==> src/source/fetch_pkg.sv <==
package fetch_pkg;

    // first fetch address after reset
    localparam logic [31:0] RESET_PC = 32'h1c00_0000;

    // requests in flight and depth of each queue
    localparam int FETCH_DEPTH = 4;

    // counts run 0..FETCH_DEPTH
    localparam int CNT_W = 3;

    // queue read/write pointer width
    localparam int QPTR_W = $clog2(FETCH_DEPTH);

    // fetch exception codes
    localparam logic [5:0] ECODE_ADEF = 6'h08;  // address error on fetch
    localparam logic [5:0] ECODE_TLBR = 6'h3f;  // tlb refill
    localparam logic [5:0] ECODE_PIF  = 6'h03;  // page invalid on fetch
    localparam logic [5:0] ECODE_PPI  = 6'h07;  // page privilege

    // tlb page size field for a 4 MB page
    // anything else is treated as 4 KB
    localparam logic [5:0] PS_4MB = 6'd21;

    // one fetch slot as it travels toward decode
    typedef struct packed {
        logic [31:0] pc;      // virtual fetch address, also badv on exception
        logic        excep;   // slot carries an exception, no memory request
        logic [5:0]  ecode;
    } fetch_tag_t;

    // raw instruction word from memory
    typedef logic [31:0] inst_t;

endpackage

==> src/source/addr_translate.sv <==
`timescale 1ns/10ps

module addr_translate import fetch_pkg::*; (
    input  logic [31:0] va,

    input  logic        crmd_pg,
    input  logic [1:0]  crmd_plv,

    input  logic        dmw0_plv_met,
    input  logic [2:0]  dmw0_vseg,
    input  logic [2:0]  dmw0_pseg,
    input  logic        dmw1_plv_met,
    input  logic [2:0]  dmw1_vseg,
    input  logic [2:0]  dmw1_pseg,

    input  logic        s0_found,
    input  logic [19:0] s0_ppn,
    input  logic [5:0]  s0_ps,
    input  logic        s0_v,
    input  logic [1:0]  s0_plv,

    output logic [31:0] pa,
    output logic        exc,
    output logic [5:0]  ecode
);

    logic        hit0;
    logic        hit1;
    logic        tlb_path;   // mapped and no window took it
    logic [31:0] pa_tlb;

    logic        adef;
    logic        tlbr;
    logic        pif;
    logic        ppi;

    // direct map windows compare the top three va bits
    assign hit0 = dmw0_plv_met & (dmw0_vseg == va[31:29]);
    assign hit1 = dmw1_plv_met & (dmw1_vseg == va[31:29]);

    assign tlb_path = crmd_pg & ~hit0 & ~hit1;

    // 4 MB page keeps 21 offset bits, otherwise 12
    assign pa_tlb = (s0_ps == PS_4MB) ? {s0_ppn[19:9], va[20:0]}
                                      : {s0_ppn, va[11:0]};

    always_comb begin
        if (!crmd_pg)
            pa = va;                          // direct address mode
        else if (hit0)
            pa = {dmw0_pseg, va[28:0]};       // window 0 has priority
        else if (hit1)
            pa = {dmw1_pseg, va[28:0]};
        else
            pa = pa_tlb;
    end

    assign adef = |va[1:0];
    assign tlbr = tlb_path & ~s0_found;
    assign pif  = tlb_path & s0_found & ~s0_v;
    assign ppi  = tlb_path & s0_found & s0_v & (crmd_plv > s0_plv);

    assign exc = adef | tlbr | pif | ppi;

    always_comb begin
        if (adef)
            ecode = ECODE_ADEF;
        else if (tlbr)
            ecode = ECODE_TLBR;
        else if (pif)
            ecode = ECODE_PIF;
        else if (ppi)
            ecode = ECODE_PPI;
        else
            ecode = 6'd0;
    end

endmodule

==> src/source/fetch_ctrl.sv <==
`timescale 1ns/10ps

module fetch_ctrl import fetch_pkg::*; (
    input  logic        clk,
    input  logic        resetn,

    // redirect sources
    input  logic        flush,
    input  logic [31:0] flush_entry,
    input  logic        br_taken,
    input  logic [31:0] br_target,

    input  logic        exc,             // current va faults
    input  logic        tag_full,
    input  logic        inflight_full,
    input  logic        inst_sram_addr_ok,

    output logic [31:0] va,
    output logic        inst_sram_req,
    output logic        tag_push,
    output fetch_tag_t  tag_data,
    output logic        redirect
);

    typedef enum logic [1:0] {
        START,
        FETCH,
        HALTED
    } state_t;

    state_t      state;
    logic [31:0] pc;

    logic        slot_ok;    // room for one more slot this cycle
    logic        accept;
    logic        exc_slot;   // exception slot queued instead of a request

    assign redirect = flush | br_taken;

    assign slot_ok  = (state == FETCH) & ~tag_full & ~inflight_full;
    assign inst_sram_req = slot_ok & ~exc;
    assign accept   = inst_sram_req & inst_sram_addr_ok;
    assign exc_slot = slot_ok & exc;

    // exception slots skip the memory and go straight to the tag queue
    assign tag_push = accept | exc_slot;

    // ecode is filled in by the top from the translator
    assign tag_data = '{pc: pc, excep: exc, ecode: 6'd0};

    assign va = pc;

    always_ff @(posedge clk) begin
        if (!resetn) begin
            state <= START;
            pc    <= RESET_PC;
        end else if (redirect) begin
            state <= FETCH;
            pc    <= flush ? flush_entry : br_target;   // flush beats branch
        end else begin
            case (state)
                START: begin
                    state <= FETCH;                     // one idle cycle after reset
                end
                FETCH: begin
                    if (accept)
                        pc <= pc + 32'd4;
                    else if (exc_slot)
                        state <= HALTED;                // wait for a redirect
                end
                HALTED: begin
                    state <= HALTED;
                end
                default: begin
                    state <= START;
                end
            endcase
        end
    end

endmodule

==> src/source/fetch_queue.sv <==
`timescale 1ns/10ps

module fetch_queue import fetch_pkg::*; #(
    parameter type payload_t = inst_t
) (
    input  logic     clk,
    input  logic     resetn,
    input  logic     clear,       // drop all entries
    input  logic     push,
    input  payload_t din,
    input  logic     pop,
    output payload_t dout,
    output logic     empty,
    output logic     full
);

    payload_t          mem [FETCH_DEPTH];
    logic [QPTR_W-1:0] wr_ptr;
    logic [QPTR_W-1:0] rd_ptr;
    logic [CNT_W-1:0]  count;

    logic do_push;
    logic do_pop;

    assign empty = (count == '0);
    assign full  = (count == CNT_W'(FETCH_DEPTH));

    assign do_push = push & ~full;
    assign do_pop  = pop & ~empty;

    assign dout = mem[rd_ptr];   // head is always visible

    always_ff @(posedge clk) begin
        if (do_push)
            mem[wr_ptr] <= din;
    end

    // pointers wrap naturally, depth is a power of two
    always_ff @(posedge clk) begin
        if (!resetn || clear) begin
            wr_ptr <= '0;
            rd_ptr <= '0;
            count  <= '0;
        end else begin
            if (do_push)
                wr_ptr <= wr_ptr + 1'b1;
            if (do_pop)
                rd_ptr <= rd_ptr + 1'b1;
            count <= count + CNT_W'(do_push) - CNT_W'(do_pop);
        end
    end

endmodule

==> src/source/fetch_unit.sv <==
`timescale 1ns/10ps

module fetch_unit import fetch_pkg::*; (
    input  logic        clk,
    input  logic        resetn,

    // instruction memory
    output logic        inst_sram_req,
    output logic [31:0] inst_sram_addr,
    input  logic        inst_sram_addr_ok,
    input  logic        inst_sram_data_ok,
    input  logic [31:0] inst_sram_rdata,

    // decode
    output logic        if_to_id_valid,
    output logic [31:0] if_pc,
    output logic [31:0] if_inst,
    output logic        if_excep,
    output logic [5:0]  if_ecode,
    input  logic        id_allowin,

    // redirects
    input  logic        flush,
    input  logic [31:0] flush_entry,
    input  logic        br_taken,
    input  logic [31:0] br_target,

    // csr state for translation
    input  logic        crmd_pg,
    input  logic [1:0]  crmd_plv,
    input  logic        dmw0_plv_met,
    input  logic [2:0]  dmw0_vseg,
    input  logic [2:0]  dmw0_pseg,
    input  logic        dmw1_plv_met,
    input  logic [2:0]  dmw1_vseg,
    input  logic [2:0]  dmw1_pseg,

    // tlb lookup port
    output logic [18:0] s0_vppn,
    output logic        s0_va_bit12,
    input  logic        s0_found,
    input  logic [19:0] s0_ppn,
    input  logic [5:0]  s0_ps,
    input  logic        s0_v,
    input  logic [1:0]  s0_plv
);

    logic [31:0] va;
    logic        tr_exc;
    logic [5:0]  tr_ecode;

    logic        redirect;
    logic        inflight_full;
    logic        drop;
    logic        issue;

    logic        tag_push;
    fetch_tag_t  tag_data;
    fetch_tag_t  tag_din;
    fetch_tag_t  head_tag;
    logic        tag_empty;
    logic        tag_full;

    inst_t       head_inst;
    logic        inst_empty;
    logic        inst_push;
    logic        xfer;

    assign {s0_vppn, s0_va_bit12} = va[31:12];   // tlb looks up the live pc

    assign issue     = inst_sram_req & inst_sram_addr_ok;
    assign inst_push = inst_sram_data_ok & ~drop;

    // exception code joins the tag here
    always_comb begin
        tag_din       = tag_data;
        tag_din.ecode = tag_data.excep ? tr_ecode : 6'd0;
    end

    // exception slots need no instruction behind them
    assign if_to_id_valid = ~tag_empty & (head_tag.excep | ~inst_empty);
    assign xfer           = if_to_id_valid & id_allowin;

    assign if_pc    = head_tag.pc;
    assign if_excep = head_tag.excep;
    assign if_ecode = head_tag.ecode;
    assign if_inst  = head_tag.excep ? 32'd0 : head_inst;

    fetch_ctrl u_fetch_ctrl (
        .clk               (clk),
        .resetn            (resetn),
        .flush             (flush),
        .flush_entry       (flush_entry),
        .br_taken          (br_taken),
        .br_target         (br_target),
        .exc               (tr_exc),
        .tag_full          (tag_full),
        .inflight_full     (inflight_full),
        .inst_sram_addr_ok (inst_sram_addr_ok),
        .va                (va),
        .inst_sram_req     (inst_sram_req),
        .tag_push          (tag_push),
        .tag_data          (tag_data),
        .redirect          (redirect)
    );

    addr_translate u_addr_translate (
        .va           (va),
        .crmd_pg      (crmd_pg),
        .crmd_plv     (crmd_plv),
        .dmw0_plv_met (dmw0_plv_met),
        .dmw0_vseg    (dmw0_vseg),
        .dmw0_pseg    (dmw0_pseg),
        .dmw1_plv_met (dmw1_plv_met),
        .dmw1_vseg    (dmw1_vseg),
        .dmw1_pseg    (dmw1_pseg),
        .s0_found     (s0_found),
        .s0_ppn       (s0_ppn),
        .s0_ps        (s0_ps),
        .s0_v         (s0_v),
        .s0_plv       (s0_plv),
        .pa           (inst_sram_addr),
        .exc          (tr_exc),
        .ecode        (tr_ecode)
    );

    inflight_counter u_inflight_counter (
        .clk           (clk),
        .resetn        (resetn),
        .issue         (issue),
        .data_ok       (inst_sram_data_ok),
        .redirect      (redirect),
        .inflight_full (inflight_full),
        .drop          (drop)
    );

    fetch_queue #(.payload_t(fetch_tag_t)) u_tag_q (
        .clk    (clk),
        .resetn (resetn),
        .clear  (redirect),
        .push   (tag_push),
        .din    (tag_din),
        .pop    (xfer),
        .dout   (head_tag),
        .empty  (tag_empty),
        .full   (tag_full)
    );

    // never overflows, every instruction has its tag queued already
    fetch_queue #(.payload_t(inst_t)) u_inst_q (
        .clk    (clk),
        .resetn (resetn),
        .clear  (redirect),
        .push   (inst_push),
        .din    (inst_sram_rdata),
        .pop    (xfer & ~head_tag.excep),
        .dout   (head_inst),
        .empty  (inst_empty),
        .full   ()
    );

endmodule

==> src/source/inflight_counter.sv <==
`timescale 1ns/10ps

module inflight_counter import fetch_pkg::*; (
    input  logic clk,
    input  logic resetn,
    input  logic issue,          // request accepted this cycle
    input  logic data_ok,        // one response returns
    input  logic redirect,
    output logic inflight_full,
    output logic drop            // current response is stale
);

    logic [CNT_W-1:0] inflight_cnt;
    logic [CNT_W-1:0] inflight_nxt;
    logic [CNT_W-1:0] discard_cnt;

    // a response in the redirect cycle is already gone, an issue still counts
    assign inflight_nxt = inflight_cnt + CNT_W'(issue) - CNT_W'(data_ok);

    assign inflight_full = (inflight_cnt == CNT_W'(FETCH_DEPTH));
    assign drop          = |discard_cnt;

    always_ff @(posedge clk) begin
        if (!resetn)
            inflight_cnt <= '0;
        else
            inflight_cnt <= inflight_nxt;
    end

    always_ff @(posedge clk) begin
        if (!resetn)
            discard_cnt <= '0;
        else if (redirect)
            discard_cnt <= inflight_nxt;        // everything still out is stale
        else if (data_ok && drop)
            discard_cnt <= discard_cnt - 1'b1;
    end

endmodule

==> config.mk <==
export PLATFORM = sky130hd
export DESIGN_NAME = fetch_unit
export DESIGN_NICKNAME = d
export VERILOG_FILES = /design/src/source/fetch_pkg.sv /design/src/source/addr_translate.sv /design/src/source/fetch_ctrl.sv /design/src/source/fetch_queue.sv /design/src/source/fetch_unit.sv /design/src/source/inflight_counter.sv
export SDC_FILE = /design/constraint.sdc
export NUM_CORES = 1
export LEC_CHECK = 0
export BUFFER_PORTS_ARGS = -buffer_cell sky130_fd_sc_hd__buf_2
export CORE_MARGIN = 1
export CORE_UTILIZATION = 35
export CTS_CLUSTER_DIAMETER = 60
export DETAILED_ROUTE_END_ITERATION = 7
export GPL_TIMING_DRIVEN = 0
export HOLD_SLACK_MARGIN = 0.08
export SLEW_MARGIN = 20
export SYNTH_ARGS = -nofsm -noshare
export SYNTH_HDL_FRONTEND = slang
export SYNTH_HIERARCHICAL = 1
export SYNTH_SLANG_ARGS = --single-unit
==> constraint.sdc <==
create_clock -name clk -period 6.2 [get_ports clk]
set_input_delay 0.93 -clock clk [delete_from_list [all_inputs] [get_ports clk]]
set_output_delay 0.93 -clock clk [all_outputs]
set_load 0.05 [all_outputs]
**Word level (Yosys, flattened, before mapping)**

Memory sizes are Yosys's and may differ from the RTL's. A register that Yosys moved wholly into a read port is not among the register bits.
Cells that the tools add are included.

- Memories kept: 2
- Input bits: 150
- Flip-flop bits (word level): 54
- Output and inout port bits: 125
- Logic and storage cells: 122
- Bits in writable memories: 284

Memory list:

| name | depth | bits a word | rd ports | clocked after Yosys merged registers in | write ports | line | RTL |
|---|---|---|---|---|---|---|---|
| u_tag_q.mem | 4 | 39 | 1 | 1 | 1 | fetch_queue.sv:17 | `payload_t mem [FETCH_DEPTH];` |
| u_inst_q.mem | 4 | 32 | 1 | 1 | 1 | fetch_queue.sv:17 |  |

- Mux-type cells: 28
- Reductions and logical operators: 15
- Eq/ne operators: 12
- $add $sub $neg: 12
- $lt $le $gt $ge: 1
- Bitwise operators: 41

Operators with widths:

| operator | count |
|---|---|
| $mux 32 | 8 |
| $add 32x3->32 const B | 1 |
| $mux 6 | 4 |
| $and 1x1->1 | 22 |
| $mux 21 | 1 |
| $not 1->1 | 13 |
| $mux 2 | 6 |
| $add 3x1->3 | 3 |
| $eq 3x3->1 const B | 3 |
| $mux 3 | 3 |
| $sub 3x1->3 | 3 |
| $add 2x1->2 const B | 4 |
| $eq 3x3->1 | 2 |
| $eq 6x5->1 const B | 1 |
| $logic_not 3->1 | 2 |
| $or 1x1->1 | 6 |
| $pmux 2 s3 | 1 |
| $reduce_and 2->1 | 3 |
| $reduce_bool 2->1 | 3 |
| $mux 1 | 5 |
| $reduce_or 2->1 | 2 |
| $ne 3x1->1 const B | 1 |
| $ne 3x2->1 const B | 1 |
| $reduce_or 3->1 | 1 |
| other kinds (10) | 10 |

**Logic depth before layout (Yosys ltp)**

- Word-level depth: 16
- Depth in mapped cells: 16
- Depth with buffers taken out: 16

**Hierarchy**

The synthesis kept the hierarchy.

By module, submodules not included:

| module | seq. area each (um^2) | cells an instance | area an instance (um^2) | times used |
|---|---|---|---|---|
| fetch_queue at u_tag_q | 4864.7 | 255 | 6098.3 | 1 |
| fetch_queue at u_inst_q | 4023.9 | 219 | 5088.6 | 1 |
| fetch_ctrl | 680.7 | 304 | 2537.4 | 1 |
| addr_translate | 0.0 | 71 | 670.6 | 1 |
| inflight_counter | 120.1 | 37 | 364.1 | 1 |
| fetch_unit | 0.0 | 48 | 302.8 | 1 |

**Least setup slack after synthesis**

Ideal clock, no wire load.

- Path type: in2reg
- Start: in dmw0_vseg[2]
- End: reg u_inflight_counter.discard_cnt[1]
- Arrival: 4.327 ns
- Data required time: 6.104 ns
- Library setup time: 0.096 ns
- Stages: 12
- Setup slack: 1.777 ns
- Buffers on the path: 1
- Cell sequence: xor2_1 o41ai_4 nand2b_4 buf_12 o21ai_0 nor4b_4 and2_1 ha_1 inv_1 fa_1 or3_1 o41ai_2

- Longest elaborated chain between the ends: 15

Ends and longest elaborated chain:

| element | line | RTL |
|---|---|---|
| start, declared | fetch_unit.sv:32 | `input logic [2:0] dmw0_vseg,` |
| $eq 3x3->1 (*) | addr_translate.sv:38 | `assign hit0 = dmw0_plv_met & (dmw0_vseg == va[31:29]);` |
| $and 1x1->1 (*) | addr_translate.sv:38 |  |
| $not 1->1 (*) | addr_translate.sv:41 | `assign tlb_path = crmd_pg & ~hit0 & ~hit1;` |
| $and 1x1->1 (*) (2 in series) | addr_translate.sv:41 |  |
| $and 1x1->1, on equally long branches | addr_translate.sv:59, addr_translate.sv:60, addr_translate.sv:61 |  |
| $or 1x1->1 (tied with other cells) | addr_translate.sv:63 | `assign exc = adef \| tlbr \| pif \| ppi;` |
| $or 1x1->1 / $and 1x1->1 (equally long branches) | addr_translate.sv:63, addr_translate.sv:61 |  |
| $or 1x1->1 (*) | addr_translate.sv:63 |  |
| named net tr_exc | fetch_unit.sv:49 | `logic tr_exc;` |
| $not 1->1 (*) | fetch_ctrl.sv:41 | `assign inst_sram_req = slot_ok & ~exc;` |
| $and 1x1->1 (*) | fetch_ctrl.sv:41 |  |
| named net inst_sram_req | fetch_unit.sv:8 | `output logic inst_sram_req,` |
| $and 1x1->1 (*) | fetch_unit.sv:71 | `assign issue = inst_sram_req & inst_sram_addr_ok;` |
| named net issue | fetch_unit.sv:55 | `logic issue;` |
| $add 3x1->3 (*) | inflight_counter.sv:18 | `assign inflight_nxt = inflight_cnt + CNT_W'(issue) - CNT_W'(data_ok);` |
| $sub 3x1->3 (*) | inflight_counter.sv:18 |  |
| $mux 3 (*) | inflight_counter.sv:33 | `else if (redirect)` |
| end signal, assigned | inflight_counter.sv:34 | `discard_cnt <= inflight_nxt;` |
| end signal, assigned | inflight_counter.sv:36 | `discard_cnt <= discard_cnt - 1'b1;` |
| end, declared | inflight_counter.sv:15 | `logic [CNT_W-1:0] discard_cnt;` |

Mark *: on every way through the listed nets, which the timed path passes. The rest lies on a longest branch.
A chain may end at the register's enable or synchronous reset.

**Final worst setup path**

- Start: reg u_fetch_ctrl.pc[31] (netlist: u_fetch_ctrl/va[31])
- End: out inst_sram_req

- Longest elaborated chain between the ends: 11

Ends and longest elaborated chain:

| element | line | RTL |
|---|---|---|
| start, declared | fetch_ctrl.sv:32 | `logic [31:0] pc;` |
| start signal, assigned | fetch_ctrl.sv:59 | `pc <= flush ? flush_entry : br_target;` |
| start signal, assigned | fetch_ctrl.sv:67 | `pc <= pc + 32'd4;` |
| $eq 3x3->1 | addr_translate.sv:38 |  |
| $and 1x1->1 | addr_translate.sv:38 |  |
| $not 1->1 | addr_translate.sv:41 |  |
| $and 1x1->1 | addr_translate.sv:41 |  |
| $and 1x1->1 (*) | addr_translate.sv:41 |  |
| $and 1x1->1, on equally long branches | addr_translate.sv:59, addr_translate.sv:60, addr_translate.sv:61 |  |
| $or 1x1->1 (tied with other cells) | addr_translate.sv:63 |  |
| $or 1x1->1 / $and 1x1->1 (equally long branches) | addr_translate.sv:63, addr_translate.sv:61 |  |
| $or 1x1->1 (*) | addr_translate.sv:63 |  |
| named net tr_exc | fetch_unit.sv:49 |  |
| $not 1->1 (*) | fetch_ctrl.sv:41 |  |
| $and 1x1->1 (*) | fetch_ctrl.sv:41 |  |
| end, declared | fetch_unit.sv:8 |  |

Marked as above.

==> flow_metrics.py <==
metrics = {
    "route": {
        "wl_met2_um": 17000,
        "highest_layer": "met4",
        "vias_per_cell": 4.97,
        "ant_nets": 0,
        "wl_met1_um": 15200,
        "first_iter_violations": 605,
        "wl_per_cell_um": 19.5,
        "route.met3.wl_um": 2560,
        "vias": 8996,
        "wl_um": 35300,
        "drc_errors": 0,
        "firstDrtPassIters": 5,
    },
    "critical_path": {
        "worstSetupStartpointType": "register",
        "crit_type": "register to output pin",
        "critPathMaxFanout": 10,
        "required_ps": 5270,
        "end_kind": "output pin",
        "critPathLaunch": "u_fetch_ctrl/va[31]$_SDFFE_PN0P_",
        "r2r_start": "u_fetch_ctrl/va[31]$_SDFFE_PN0P_",
        "critPathArrivalTime_ps": 3670,
    },
    "grt": {
        "antenna_found_initial": 1,
        "grt_usage_pct": 16.1,
        "grt-ovfl-total": 0,
        "grt_max_degree": 40,
        "grt_pass1_vias": 9161,
        "grt_pass1_wl_um": 53300,
    },
    "clock_tree": {
        "cts_hold_buf": 0,
        "clk_latency_ps": 550,
        "cts_tree": "built",
        "cts_sinks": 342,
        "numCtsBuffers": 39,
        "path_clk_slew_ps": 60,
        "ctsHtreeMaxLevel": 2,
        "cts_root_buf": "clkbuf_16",
        "clockBufferDepth": 3,
        "post_cts_buffers": 0,
        "cts.repair.resized": 0,
    },
    "layout": {
        "postLayoutCellArea_um2": 18300,
        "final_util_pct": 43.4,
        "fillers": 3815,
        "final_cells": 1809,
        "drive_gt1_share_pct": 42.1,
        "final_nets": 1414,
        "syn2layout_area_growth_pct": 21.8,
        "final_cell_mix": "buf_2 (284), edfxtp_1 (284), mux4_2 (71), dfxtp_1 (58), buf_4 (52)",
    },
    "sta": {
        "post-route-min-period_ps": 4600,
        "skew_ps": 21.8,
        "tightestPinTransition_ps": 890,
        "finalSetupViolCount": 0,
        "postLayoutSetupSlackWorst_ps": 1600,
        "hold_viol_final": 0,
        "hold_slack_ps": 494,
        "fin_tns_setup_ps": 0,
        "grt_setup_unrepaired": "no",
        "fmax_mhz": 217,
        "relSlewSlack_pct": 40.7,
        "min_period_over_period_pct": 74.2,
        "drv_slew": 0,
    },
    "yosys": {
        "ys_warn_count": 6,
        "syn_nets": 1100,
        "syn_inst": 926,
        "synth_area_um2": 15000,
        "avgSynthCellArea_um2": 16.2,
    },
    "floorplanning": {
        "core_area_um2": 42100,
        "die_h_um": 209,
        "die_width_um": 209,
        "ios": 275,
        "num_rows": 75,
        "dieArea_um2": 43700,
        "start_util_pct": 35.6,
    },
    "placed_design": {
        "place.gp.congestion": 0.831,
        "placed_cells_incl_taps": 1738,
        "dpl_cell_area_um2": 17100,
        "dp_hpwl_um": 24200,
        "port_buffers": 273,
        "pre_cts_ws_ps": 1640,
    },
    "pwr": {
        "total_power_mw": 5.79,
        "power_leakage_nw": 6.71,
        "vdd_drop_max_uv": 210,
        "cellPowerDensity_nw_per_um2": 316,
    },
    "hold_path": {
        "hold_path.class": "register to register",
        "hp-start": "u_inst_q/rd_ptr[1]$_SDFFE_PP0P_",
    },
    "flow_run": {
        "cap_violations": 0,
    },
    "run_status": {
        "status": "finished clean",
    },
}
-- path summary, 6_finish.rpt --
check | endpoint | slack (ps) | depth (start not counted)
worst min-delay path | u_inst_q/rd_ptr[1]$_SDFFE_PP0P_ | 490 | 2
worst max-delay path | inst_sram_req | 1600 | 8
worst min register to register | u_inst_q/rd_ptr[1]$_SDFFE_PP0P_ | 490 | 2
worst max register to register | u_inflight_counter/discard_cnt[2]$_SDFFE_PN0P_ | 2020 | 14
-- layout make-up --
class	instances	area, µm²	area share, %
Sequential cell	342	9690	53.0
Buffer	84	551	3.01
Inverter	36	135	0.739
Clock buffer	50	1050	5.73
Multi-Input combinational cell	464	4650	25.4
Timing Repair Buffer	273	1370	7.47
Tap cell	539	674	3.69
Antenna cell	3	7.51	0.0411
Clock inverter	18	163	0.890
-- flip-flops by register name (all words and copies together) (netlist names), named ones only --
name and flops:
u_tag_q/wr_ptr 2, u_inst_q/count 3, u_inflight_counter/discard_cnt 3, u_tag_q/mem 156
u_fetch_ctrl/va 32, u_inst_q/wr_ptr 2, u_inst_q/mem 128, u_fetch_ctrl/state 2
u_tag_q/rd_ptr 2, u_inst_q/rd_ptr 2, u_tag_q/count 3, u_inflight_counter/inflight_cnt 3
-- worst max-delay path, stage by stage (launching register included) --
cell and delay [ps]:
dfxtp_1 520, buf_4 210, xor2_1 90, o41ai_4 520, nand2b_4 260, buf_12 160, o21ai_0 260, nor4b_4 700
buf_2 390
-- per-layer routing --
metal / track usage (%) / vias to the layer above
met4: 3.83 / 0
met5: 0 / -
met1: 21.4 / 4467
li1: - / 4167
met3: 4.09 / 43
met2: 26.3 / 319
-- report_power, final --
part           switching, mW  leakage [nW]  internal, mW
clock                  0.913         0.576          1.25
sequential            0.0649          3.08          2.62
combinational          0.633          3.05         0.305
total                   1.61          6.71          4.17
Power figures use the tool's default switching activity.
